==> config.mk <==
export PLATFORM = sky130hd
export DESIGN_NAME = lb_axi_subsystem
export DESIGN_NICKNAME = d
export VERILOG_FILES = /design/src/hw/axi_lite_pkg.sv /design/src/hw/local_bus_pkg.sv /design/src/hw/axi_lite_master.sv /design/src/hw/axi_lite_reg_slave.sv /design/src/hw/lb_axi_subsystem.sv
export SDC_FILE = /design/constraint.sdc
export NUM_CORES = 1
export LEC_CHECK = 0
export ABC_AREA = 1
export ABC_CLOCK_PERIOD_IN_PS = 6550
export BUFFER_PORTS_ARGS = -buffer_cell sky130_fd_sc_hd__buf_2
export CAP_MARGIN = 10
export CORE_ASPECT_RATIO = 1.1
export CORE_MARGIN = 3
export CORE_UTILIZATION = 25
export DETAILED_ROUTE_END_ITERATION = 12
export PLACE_DENSITY_LB_ADDON = 0.3
export SLEW_MARGIN = 20
export SYNTH_ARGS = -nofsm -noshare
export SYNTH_HDL_FRONTEND = slang
export SYNTH_SLANG_ARGS = --single-unit
==> constraint.sdc <==
create_clock -name clk -period 6.55 [get_ports clk]
set_input_delay 0.3275 -clock clk [delete_from_list [all_inputs] [get_ports clk]]
set_output_delay 0.3275 -clock clk [all_outputs]
set_load 0.005 [all_outputs]
==> src/hw/axi_lite_pkg.sv <==
package axi_lite_pkg;

    ////////////////////////////////////////////////////////////
    // AXI4-Lite channel widths
    ////////////////////////////////////////////////////////////

    // Byte address on AW and AR
    localparam int unsigned axi_addr_width = 32;

    // Full word on W and R, no byte lanes used
    localparam int unsigned axi_data_width = 32;

    ////////////////////////////////////////////////////////////
    // Response codes on BRESP and RRESP
    ////////////////////////////////////////////////////////////

    // Encoding as in the AXI spec
    typedef enum logic [1:0] {
        resp_okay   = 2'b00,  // Normal access done
        resp_exokay = 2'b01,  // Exclusive ok, never issued here
        resp_slverr = 2'b10,  // Slave refused the access
        resp_decerr = 2'b11   // No register at that address
    } axi_resp_t;

endpackage

==> src/hw/local_bus_pkg.sv <==
package local_bus_pkg;

    ////////////////////////////////////////////////////////////
    // Local bus widths
    ////////////////////////////////////////////////////////////

    localparam int unsigned lb_addr_width = 32;  // Same as AXI side
    localparam int unsigned lb_data_width = 32;

    ////////////////////////////////////////////////////////////
    // Register map of the bank
    ////////////////////////////////////////////////////////////

    // Byte offsets, one word apart
    localparam logic [lb_addr_width-1:0] reg_ctrl_offset  = 32'h0000_0000;
    localparam logic [lb_addr_width-1:0] reg_data0_offset = 32'h0000_0004;
    localparam logic [lb_addr_width-1:0] reg_data1_offset = 32'h0000_0008;
    localparam logic [lb_addr_width-1:0] reg_id_offset    = 32'h0000_000C;

    // Read-only ident word
    localparam logic [lb_data_width-1:0] reg_id_value = 32'h4C42_4131;

    // Any of these set means outside the four-word window
    localparam logic [lb_addr_width-1:0] reg_map_mask = 32'hFFFF_FFF0;

endpackage

==> src/hw/axi_lite_master.sv <==
`timescale 1ns/1ps

module axi_lite_master (
    input  logic                                   clk,
    input  logic                                   reset,

    // Local bus, write side
    input  logic                                   lb_wreq,
    input  logic [local_bus_pkg::lb_addr_width-1:0] lb_waddr,
    input  logic [local_bus_pkg::lb_data_width-1:0] lb_wdata,
    output logic                                   lb_wbusy,
    output logic                                   lb_wdone,
    output axi_lite_pkg::axi_resp_t                lb_wresp,

    // Local bus, read side
    input  logic                                   lb_rreq,
    input  logic [local_bus_pkg::lb_addr_width-1:0] lb_raddr,
    output logic                                   lb_rbusy,
    output logic                                   lb_rfinish,
    output logic [local_bus_pkg::lb_data_width-1:0] lb_rdata,
    output axi_lite_pkg::axi_resp_t                lb_rresp,

    // AXI4-Lite write channels
    output logic [axi_lite_pkg::axi_addr_width-1:0] awaddr,
    output logic                                   awvalid,
    input  logic                                   awready,
    output logic [axi_lite_pkg::axi_data_width-1:0] wdata,
    output logic                                   wvalid,
    input  logic                                   wready,
    input  axi_lite_pkg::axi_resp_t                bresp,
    input  logic                                   bvalid,
    output logic                                   bready,

    // AXI4-Lite read channels
    output logic [axi_lite_pkg::axi_addr_width-1:0] araddr,
    output logic                                   arvalid,
    input  logic                                   arready,
    input  logic [axi_lite_pkg::axi_data_width-1:0] rdata,
    input  axi_lite_pkg::axi_resp_t                rresp,
    input  logic                                   rvalid,
    output logic                                   rready
);

    import axi_lite_pkg::*;

    // Write engine states
    typedef enum logic [1:0] {
        w_idle,       // Waiting for lb_wreq
        w_addr_data,  // AW and W outstanding
        w_resp        // Waiting on B
    } w_state_t;

    // Read engine states
    typedef enum logic [1:0] {
        r_idle,       // Waiting for lb_rreq
        r_addr,       // AR outstanding
        r_data        // Waiting on R
    } r_state_t;

    w_state_t w_state;
    r_state_t r_state;

    logic wr_accept;    // Write strobe taken this cycle
    logic rd_accept;    // Read strobe taken this cycle
    logic aw_accepted;  // Address side done or done now
    logic w_accepted;   // Data side done or done now

    // Strobes only count in idle, busy requests drop on the floor
    assign wr_accept = (w_state == w_idle) && lb_wreq;
    assign rd_accept = (r_state == r_idle) && lb_rreq;

    // A dropped valid means that channel already went through
    assign aw_accepted = ~awvalid | awready;
    assign w_accepted  = ~wvalid | wready;

    assign lb_wbusy = (w_state != w_idle);
    assign lb_rbusy = (r_state != r_idle);

    ////////////////////////////////////////////////////////////
    // Write engine
    ////////////////////////////////////////////////////////////

    always_ff @(posedge clk) begin
        if (reset) begin
            w_state  <= w_idle;
            awvalid  <= 1'b0;
            wvalid   <= 1'b0;
            bready   <= 1'b0;
            lb_wdone <= 1'b0;
            lb_wresp <= resp_okay;
        end else begin
            lb_wdone <= 1'b0;  // Single-cycle pulse
            case (w_state)
                w_idle: begin
                    if (wr_accept) begin
                        awvalid <= 1'b1;  // Both channels launched together
                        wvalid  <= 1'b1;
                        w_state <= w_addr_data;
                    end
                end
                w_addr_data: begin
                    if (awvalid && awready) awvalid <= 1'b0;  // AW done
                    if (wvalid && wready) wvalid <= 1'b0;     // W done
                    // Either order works, move on once both are through
                    if (aw_accepted && w_accepted) begin
                        bready  <= 1'b1;
                        w_state <= w_resp;
                    end
                end
                w_resp: begin
                    if (bvalid && bready) begin
                        bready   <= 1'b0;
                        lb_wresp <= bresp;  // Held until next write
                        lb_wdone <= 1'b1;
                        w_state  <= w_idle;
                    end
                end
                default: w_state <= w_idle;
            endcase
        end
    end

    ////////////////////////////////////////////////////////////
    // Read engine
    ////////////////////////////////////////////////////////////

    always_ff @(posedge clk) begin
        if (reset) begin
            r_state    <= r_idle;
            arvalid    <= 1'b0;
            rready     <= 1'b0;
            lb_rfinish <= 1'b0;
            lb_rresp   <= resp_okay;
        end else begin
            lb_rfinish <= 1'b0;
            case (r_state)
                r_idle: begin
                    if (rd_accept) begin
                        arvalid <= 1'b1;
                        r_state <= r_addr;
                    end
                end
                r_addr: begin
                    if (arvalid && arready) begin
                        arvalid <= 1'b0;
                        rready  <= 1'b1;  // Open for R right after AR
                        r_state <= r_data;
                    end
                end
                r_data: begin
                    if (rvalid && rready) begin
                        rready     <= 1'b0;
                        lb_rresp   <= rresp;
                        lb_rfinish <= 1'b1;
                        r_state    <= r_idle;
                    end
                end
                default: r_state <= r_idle;
            endcase
        end
    end

    // Address, data and read return capture
    always_ff @(posedge clk) begin
        if (wr_accept) begin
            awaddr <= lb_waddr;  // Sampled on the strobe
            wdata  <= lb_wdata;
        end
        if (rd_accept) araddr <= lb_raddr;
        if ((r_state == r_data) && rvalid && rready) lb_rdata <= rdata;
    end

endmodule

==> src/hw/axi_lite_reg_slave.sv <==
`timescale 1ns/1ps

module axi_lite_reg_slave (
    input  logic                                   clk,
    input  logic                                   reset,

    // Write address and data
    input  logic [axi_lite_pkg::axi_addr_width-1:0] awaddr,
    input  logic                                   awvalid,
    output logic                                   awready,
    input  logic [axi_lite_pkg::axi_data_width-1:0] wdata,
    input  logic                                   wvalid,
    output logic                                   wready,

    // Write response
    output axi_lite_pkg::axi_resp_t                bresp,
    output logic                                   bvalid,
    input  logic                                   bready,

    // Read address and data
    input  logic [axi_lite_pkg::axi_addr_width-1:0] araddr,
    input  logic                                   arvalid,
    output logic                                   arready,
    output logic [axi_lite_pkg::axi_data_width-1:0] rdata,
    output axi_lite_pkg::axi_resp_t                rresp,
    output logic                                   rvalid,
    input  logic                                   rready
);

    import axi_lite_pkg::*;
    import local_bus_pkg::*;

    logic [axi_data_width-1:0] data_regs [0:2];  // ctrl, data0, data1

    logic wr_fire;  // AW and W taken this cycle
    logic rd_fire;  // AR taken this cycle

    // Ready pair only goes up with both valids, so one check covers both
    assign wr_fire = awvalid && awready && wvalid && wready;
    assign rd_fire = arvalid && arready;

    // Response for an access at addr
    function automatic axi_resp_t access_resp(
        input logic [axi_addr_width-1:0] addr,
        input logic                      is_write
    );
        if (((addr & reg_map_mask) != '0) || (addr[1:0] != 2'b00)) begin
            return resp_decerr;  // Outside window or unaligned
        end else if (is_write && (addr == reg_id_offset)) begin
            return resp_slverr;  // ID word is read-only
        end else begin
            return resp_okay;
        end
    endfunction

    // Read mux, zero for anything unmapped
    function automatic logic [axi_data_width-1:0] read_value(
        input logic [axi_addr_width-1:0] addr
    );
        case (addr)
            reg_ctrl_offset:  return data_regs[0];
            reg_data0_offset: return data_regs[1];
            reg_data1_offset: return data_regs[2];
            reg_id_offset:    return reg_id_value;
            default:          return '0;
        endcase
    endfunction

    ////////////////////////////////////////////////////////////
    // Write side
    ////////////////////////////////////////////////////////////

    always_ff @(posedge clk) begin
        if (reset) begin
            awready <= 1'b0;
            wready  <= 1'b0;
            bvalid  <= 1'b0;
            for (int i = 0; i < 3; i++) begin
                data_regs[i] <= '0;
            end
        end else begin
            // One-cycle ready pulse, held off while B is pending
            awready <= awvalid && wvalid && !awready && !bvalid;
            wready  <= awvalid && wvalid && !awready && !bvalid;

            if (wr_fire) begin
                bvalid <= 1'b1;
                case (awaddr)  // Only matches on legal offsets
                    reg_ctrl_offset:  data_regs[0] <= wdata;
                    reg_data0_offset: data_regs[1] <= wdata;
                    reg_data1_offset: data_regs[2] <= wdata;
                    default: ;        // ID or bad address, nothing stored
                endcase
            end else if (bvalid && bready) begin
                bvalid <= 1'b0;
            end
        end
    end

    ////////////////////////////////////////////////////////////
    // Read side
    ////////////////////////////////////////////////////////////

    always_ff @(posedge clk) begin
        if (reset) begin
            arready <= 1'b0;
            rvalid  <= 1'b0;
        end else begin
            arready <= arvalid && !arready && !rvalid;  // Registered accept

            if (rd_fire) begin
                rvalid <= 1'b1;
            end else if (rvalid && rready) begin
                rvalid <= 1'b0;
            end
        end
    end

    // Response payload, captured with the address transfer
    always_ff @(posedge clk) begin
        if (wr_fire) bresp <= access_resp(awaddr, 1'b1);
        if (rd_fire) begin
            rresp <= access_resp(araddr, 1'b0);
            rdata <= read_value(araddr);
        end
    end

endmodule

==> src/hw/lb_axi_subsystem.sv <==
`timescale 1ns/1ps

module lb_axi_subsystem (
    input  logic                                   clk,
    input  logic                                   reset,

    // Local bus write
    input  logic                                   lb_wreq,
    input  logic [local_bus_pkg::lb_addr_width-1:0] lb_waddr,
    input  logic [local_bus_pkg::lb_data_width-1:0] lb_wdata,
    output logic                                   lb_wbusy,
    output logic                                   lb_wdone,
    output axi_lite_pkg::axi_resp_t                lb_wresp,

    // Local bus read
    input  logic                                   lb_rreq,
    input  logic [local_bus_pkg::lb_addr_width-1:0] lb_raddr,
    output logic                                   lb_rbusy,
    output logic                                   lb_rfinish,
    output logic [local_bus_pkg::lb_data_width-1:0] lb_rdata,
    output axi_lite_pkg::axi_resp_t                lb_rresp
);

    import axi_lite_pkg::*;

    ////////////////////////////////////////////////////////////
    // AXI4-Lite wires, master to register bank
    ////////////////////////////////////////////////////////////

    logic [axi_addr_width-1:0] awaddr;
    logic                      awvalid;
    logic                      awready;
    logic [axi_data_width-1:0] wdata;
    logic                      wvalid;
    logic                      wready;
    axi_resp_t                 bresp;
    logic                      bvalid;
    logic                      bready;
    logic [axi_addr_width-1:0] araddr;
    logic                      arvalid;
    logic                      arready;
    logic [axi_data_width-1:0] rdata;
    axi_resp_t                 rresp;
    logic                      rvalid;
    logic                      rready;

    // Bridge from strobes to AXI
    axi_lite_master master_i (
        .clk        (clk),
        .reset      (reset),
        .lb_wreq    (lb_wreq),
        .lb_waddr   (lb_waddr),
        .lb_wdata   (lb_wdata),
        .lb_wbusy   (lb_wbusy),
        .lb_wdone   (lb_wdone),
        .lb_wresp   (lb_wresp),
        .lb_rreq    (lb_rreq),
        .lb_raddr   (lb_raddr),
        .lb_rbusy   (lb_rbusy),
        .lb_rfinish (lb_rfinish),
        .lb_rdata   (lb_rdata),
        .lb_rresp   (lb_rresp),
        .awaddr     (awaddr),
        .awvalid    (awvalid),
        .awready    (awready),
        .wdata      (wdata),
        .wvalid     (wvalid),
        .wready     (wready),
        .bresp      (bresp),
        .bvalid     (bvalid),
        .bready     (bready),
        .araddr     (araddr),
        .arvalid    (arvalid),
        .arready    (arready),
        .rdata      (rdata),
        .rresp      (rresp),
        .rvalid     (rvalid),
        .rready     (rready)
    );

    // Register bank
    axi_lite_reg_slave slave_i (
        .clk     (clk),
        .reset   (reset),
        .awaddr  (awaddr),
        .awvalid (awvalid),
        .awready (awready),
        .wdata   (wdata),
        .wvalid  (wvalid),
        .wready  (wready),
        .bresp   (bresp),
        .bvalid  (bvalid),
        .bready  (bready),
        .araddr  (araddr),
        .arvalid (arvalid),
        .arready (arready),
        .rdata   (rdata),
        .rresp   (rresp),
        .rvalid  (rvalid),
        .rready  (rready)
    );

endmodule

==> flow_metrics.tcl <==
set metrics [dict create \
    cts_setup_buffers 0 \
    pwr-share-clk_pct 44.4 \
    start_util_pct 25.4 \
    vias 5655 \
    netlist_top_cells_area "sky130_fd_sc_hd__edfxtp_1, sky130_fd_sc_hd__nand2_1, sky130_fd_sc_hd__dfxtp_1" \
    hold_class "input pin to register" \
    internal-power_uw 3120 \
    totalPowerFinal_uw 3970 \
    later_pin_clock_latency_in_the_skew_report_ns 0.52 \
    hold-path-cell-count 1 \
    grt_usage_pct 10.4 \
    grt_pass1_vias 5947 \
    floorplan.die.width_um 196 \
    yosysMostFrequentCell "sky130_fd_sc_hd__edfxtp_1" \
    synthTopCellsByCount "sky130_fd_sc_hd__edfxtp_1, sky130_fd_sc_hd__nand2_1, sky130_fd_sc_hd__nor2_1" \
    cts_tree "done" \
    setup_viol_count_final 0 \
    cp.required_ns 6.68 \
    pre_cts_ws_ns 4.22 \
    timing.critical_path.arrival_ns 2.35 \
    cts-buffers-inserted 35 \
    power.density_mw_per_mm2 299 \
    result_of_the_run "completed" \
    slew_limit_headroom_pct 36.0 \
    clkTransAtPathRegs_ns 0.05 \
    ys_ff_latch 277 \
    setup.reg_to_reg.worst_slack_ns 4.34 \
    avgSynthCellArea_sq_um 15.1 \
    crit_path_end_kind "register" \
    ctsRootBufferMaster "sky130_fd_sc_hd__clkbuf_16" \
    postSynthCellCount 660 \
    port_buffer_cells 139 \
    overflow 0 \
    final_hold_viol_count 0 \
    post-route-period-util_pct 33.8 \
    grt_first_pass_wirelength_um 33300 \
    min_to "master_i.wdata[3]" \
    vdd.ir_drop.worst_uv 196 \
    finalNetCount 1019 \
    min_period_ns 2.21 \
    die_extent_in_y_um 216 \
    synth-warning-count 0 \
    grt_antenna_before_repair 0 \
    final_weighted_congestion_in_routability_driven_placement 0.690 \
    hold_buffers 95 \
    cts_repair_resize_count 0 \
    actual_slew_at_the_worst_max_slew_pin_ns 0.957 \
    antenna-diode-count 0 \
    wirelength_um 21600 \
    skew_ns 0.0160 \
    p_sw_share_pct 21.4 \
    place.detailed.hpwl_um 12400 \
    synthToLayoutAreaGrowth_pct 32.7 \
    setup_repair_after_global_routing_missed_its_margin "false" \
    dieArea_sq_mm 0.0423 \
    critPathTopFamily "simple AND/OR/NAND/NOR gates" \
    cp_slowest_stage_delay_ns 0.72 \
    timing_max_transition_violations_final 0 \
    hold_path_startpoint "lb_wdata[3]" \
    netlist_area_sq_mm 0.00998 \
    finalSetupTns_ns 0 \
    cp.buffers_inverters 0 \
    drtPass1Iterations 4 \
    p_sw_uw 848 \
    launching_point_of_the_worst_reg2reg_path "master_i.awaddr[9]" \
    cap_viol_max_count 0 \
    sequentialPowerShare_pct 51.5 \
    finalWorstSetupSlack_ns 4.34 \
    ys_dominant_reg_cell "sky130_fd_sc_hd__edfxtp_1" \
    grt_start_max_net_pins 47 \
    route.detailed.drc 0 \
    synth-edff-count 259 \
    clock_sinks 277 \
    yosys.area.top_type "sky130_fd_sc_hd__edfxtp_1" \
    async_reset_ff_share_pct 0 \
    cts-root-to-sink-buffers 3 \
    rr_endpoint "slave_i.data_regs[0][82]" \
    synth_nets 760 \
    worstSetupStartpointType "register" \
    vias_per_cell 3.90 \
    placeableCoreArea_sq_mm 0.0393 \
    worst-setup-path-type "register to register" \
    power.combinational.fraction_pct 4.1 \
    floorplan.rows 76 \
    routed_wire_length_per_instance_um 14.9 \
    synth_top_area_share_pct 77.9 \
    num_io_pins 140 \
    cts.htree.levels 2 \
    max_freq_mhz 452 \
    timing.reg2reg.worst_path_depth 5 \
    num-fill-cells 3786 \
    drtIter0Drc 234 \
    timing.critical_path.slowest_stage_cell "sky130_fd_sc_hd__nand2_2" \
    crit_path_cell_trace "nor2_1, nand4_1, nor2_4, nand2_1, nand2_2" \
    post_route_cells_drive_above_1_share_pct 26.3 \
    synth_cell_type_count 28 \
    synth.yosys.seq_area_share_pct 81.6 \
    p_leak_uw 0.00503 \
    worstPathMaxFanout 32 \
    drt.antenna.violating_nets 0 \
]
[power by group through the flow]
| stage | combinational, uW | clock (uW) | sequential (uW) |
|---|---|---|---|
| floorplan | 62.1 | 0 | 2070 |
| global placement | 123 | 0 | 2080 |
| detailed placement | 125 | 0 | 2080 |
| CTS | 169 | 1830 | 2040 |
| global route | 185 | 1910 | 2050 |
| finish | 164 | 1760 | 2040 |
[flip-flops by register name (all words and copies together) (netlist names), 2 cells and up]
| name | cells |
|---|---|
| master_i.araddr | 32 |
| master_i.awaddr | 32 |
| master_i.lb_rdata | 32 |
| master_i.lb_wresp | 2 |
| master_i.r_state | 2 |
| master_i.w_state | 2 |
| master_i.wdata | 32 |
| slave_i.bresp | 2 |
| slave_i.data_regs | 96 |
| slave_i.rdata | 32 |
[layout by cell type, fill, tap and decap left out, types with 2 or more instances in the layout]
cell / count
sky130_fd_sc_hd__clkbuf_1: 6
sky130_fd_sc_hd__edfxtp_1: 259
sky130_fd_sc_hd__nand2_1: 105
sky130_fd_sc_hd__clkinvlp_4: 4
sky130_fd_sc_hd__nor2_1: 61
sky130_fd_sc_hd__inv_1: 52
sky130_fd_sc_hd__buf_2: 139
sky130_fd_sc_hd__a21oi_1: 11
sky130_fd_sc_hd__nand2_2: 6
sky130_fd_sc_hd__clkinv_1: 6
sky130_fd_sc_hd__dlygate4sd3_1: 95
sky130_fd_sc_hd__nor3_1: 2
sky130_fd_sc_hd__nor2_4: 9
sky130_fd_sc_hd__clkinv_2: 4
sky130_fd_sc_hd__nor2_2: 28
sky130_fd_sc_hd__inv_2: 4
sky130_fd_sc_hd__inv_6: 2
sky130_fd_sc_hd__o211ai_1: 2
sky130_fd_sc_hd__clkbuf_16: 35
sky130_fd_sc_hd__o21ai_0: 5
sky130_fd_sc_hd__buf_4: 6
sky130_fd_sc_hd__clkinv_4: 2
sky130_fd_sc_hd__dfxtp_1: 18
sky130_fd_sc_hd__nand3_1: 61
sky130_fd_sc_hd__nand4_1: 10
[through the flow]
| step | instances | hold slack, ns | util (%) | instance area, sq um |
|---|---|---|---|---|
| after CTS | 1450 | 0.0179 | 33.7 | 13200 |
| final | 1450 | 0.0380 | 33.7 | 13200 |
| after global routing | 1450 | 0.0115 | 33.7 | 13200 |
| after floorplan | 660 | 0.392 | - | 9980 |
| after detailed placement | 1294 | 0.404 | 28.6 | 11200 |
| after global placement | 1294 | 0.401 | 28.6 | 11200 |
[final cells by class]
class	instances	area, sq um	area share (%)
sequential	277	8140	61.4
timing repair buffer	240	1690	12.8
multi-input combinational	309	1520	11.5
clock buffer	41	898	6.78
tap	507	634	4.79
inverter	56	210	1.59
clock inverter	20	149	1.12
[worst max-delay path by stage]
stage / from / cells past startpoint / to
floorplan: master_i.r_state[0] / 6 / master_i.lb_rresp[0]
global placement: reset / 8 / slave_i.data_regs[0][23]
detailed placement: reset / 11 / slave_i.data_regs[0][95]
CTS: master_i.awaddr[9] / 5 / slave_i.data_regs[0][73]
global route: master_i.awaddr[7] / 7 / slave_i.data_regs[0][82]
finish: master_i.awaddr[9] / 5 / slave_i.data_regs[0][82]
[logic make-up (layout without fill, tap and decap cells)]
kind of cell	after synthesis	count (layout)	share of synthesized area (%)
AOI/OAI and AO/OA	18	18	0.953
buffers and inverters	74	357	3.44
DFF	277	277	81.6
and+or+nand+nor	291	291	14.1
[metal layers]
layer  wire length (um)  up-vias  GRT usage, %
met4                685        0          4.68
li1                   -     2847             -
met3               1240       44          2.61
met2              11300      141          18.7
met5                  0        -             0
met1               8400     2623          11.5
No activity file was read; power rests on OpenSTA's default activity.
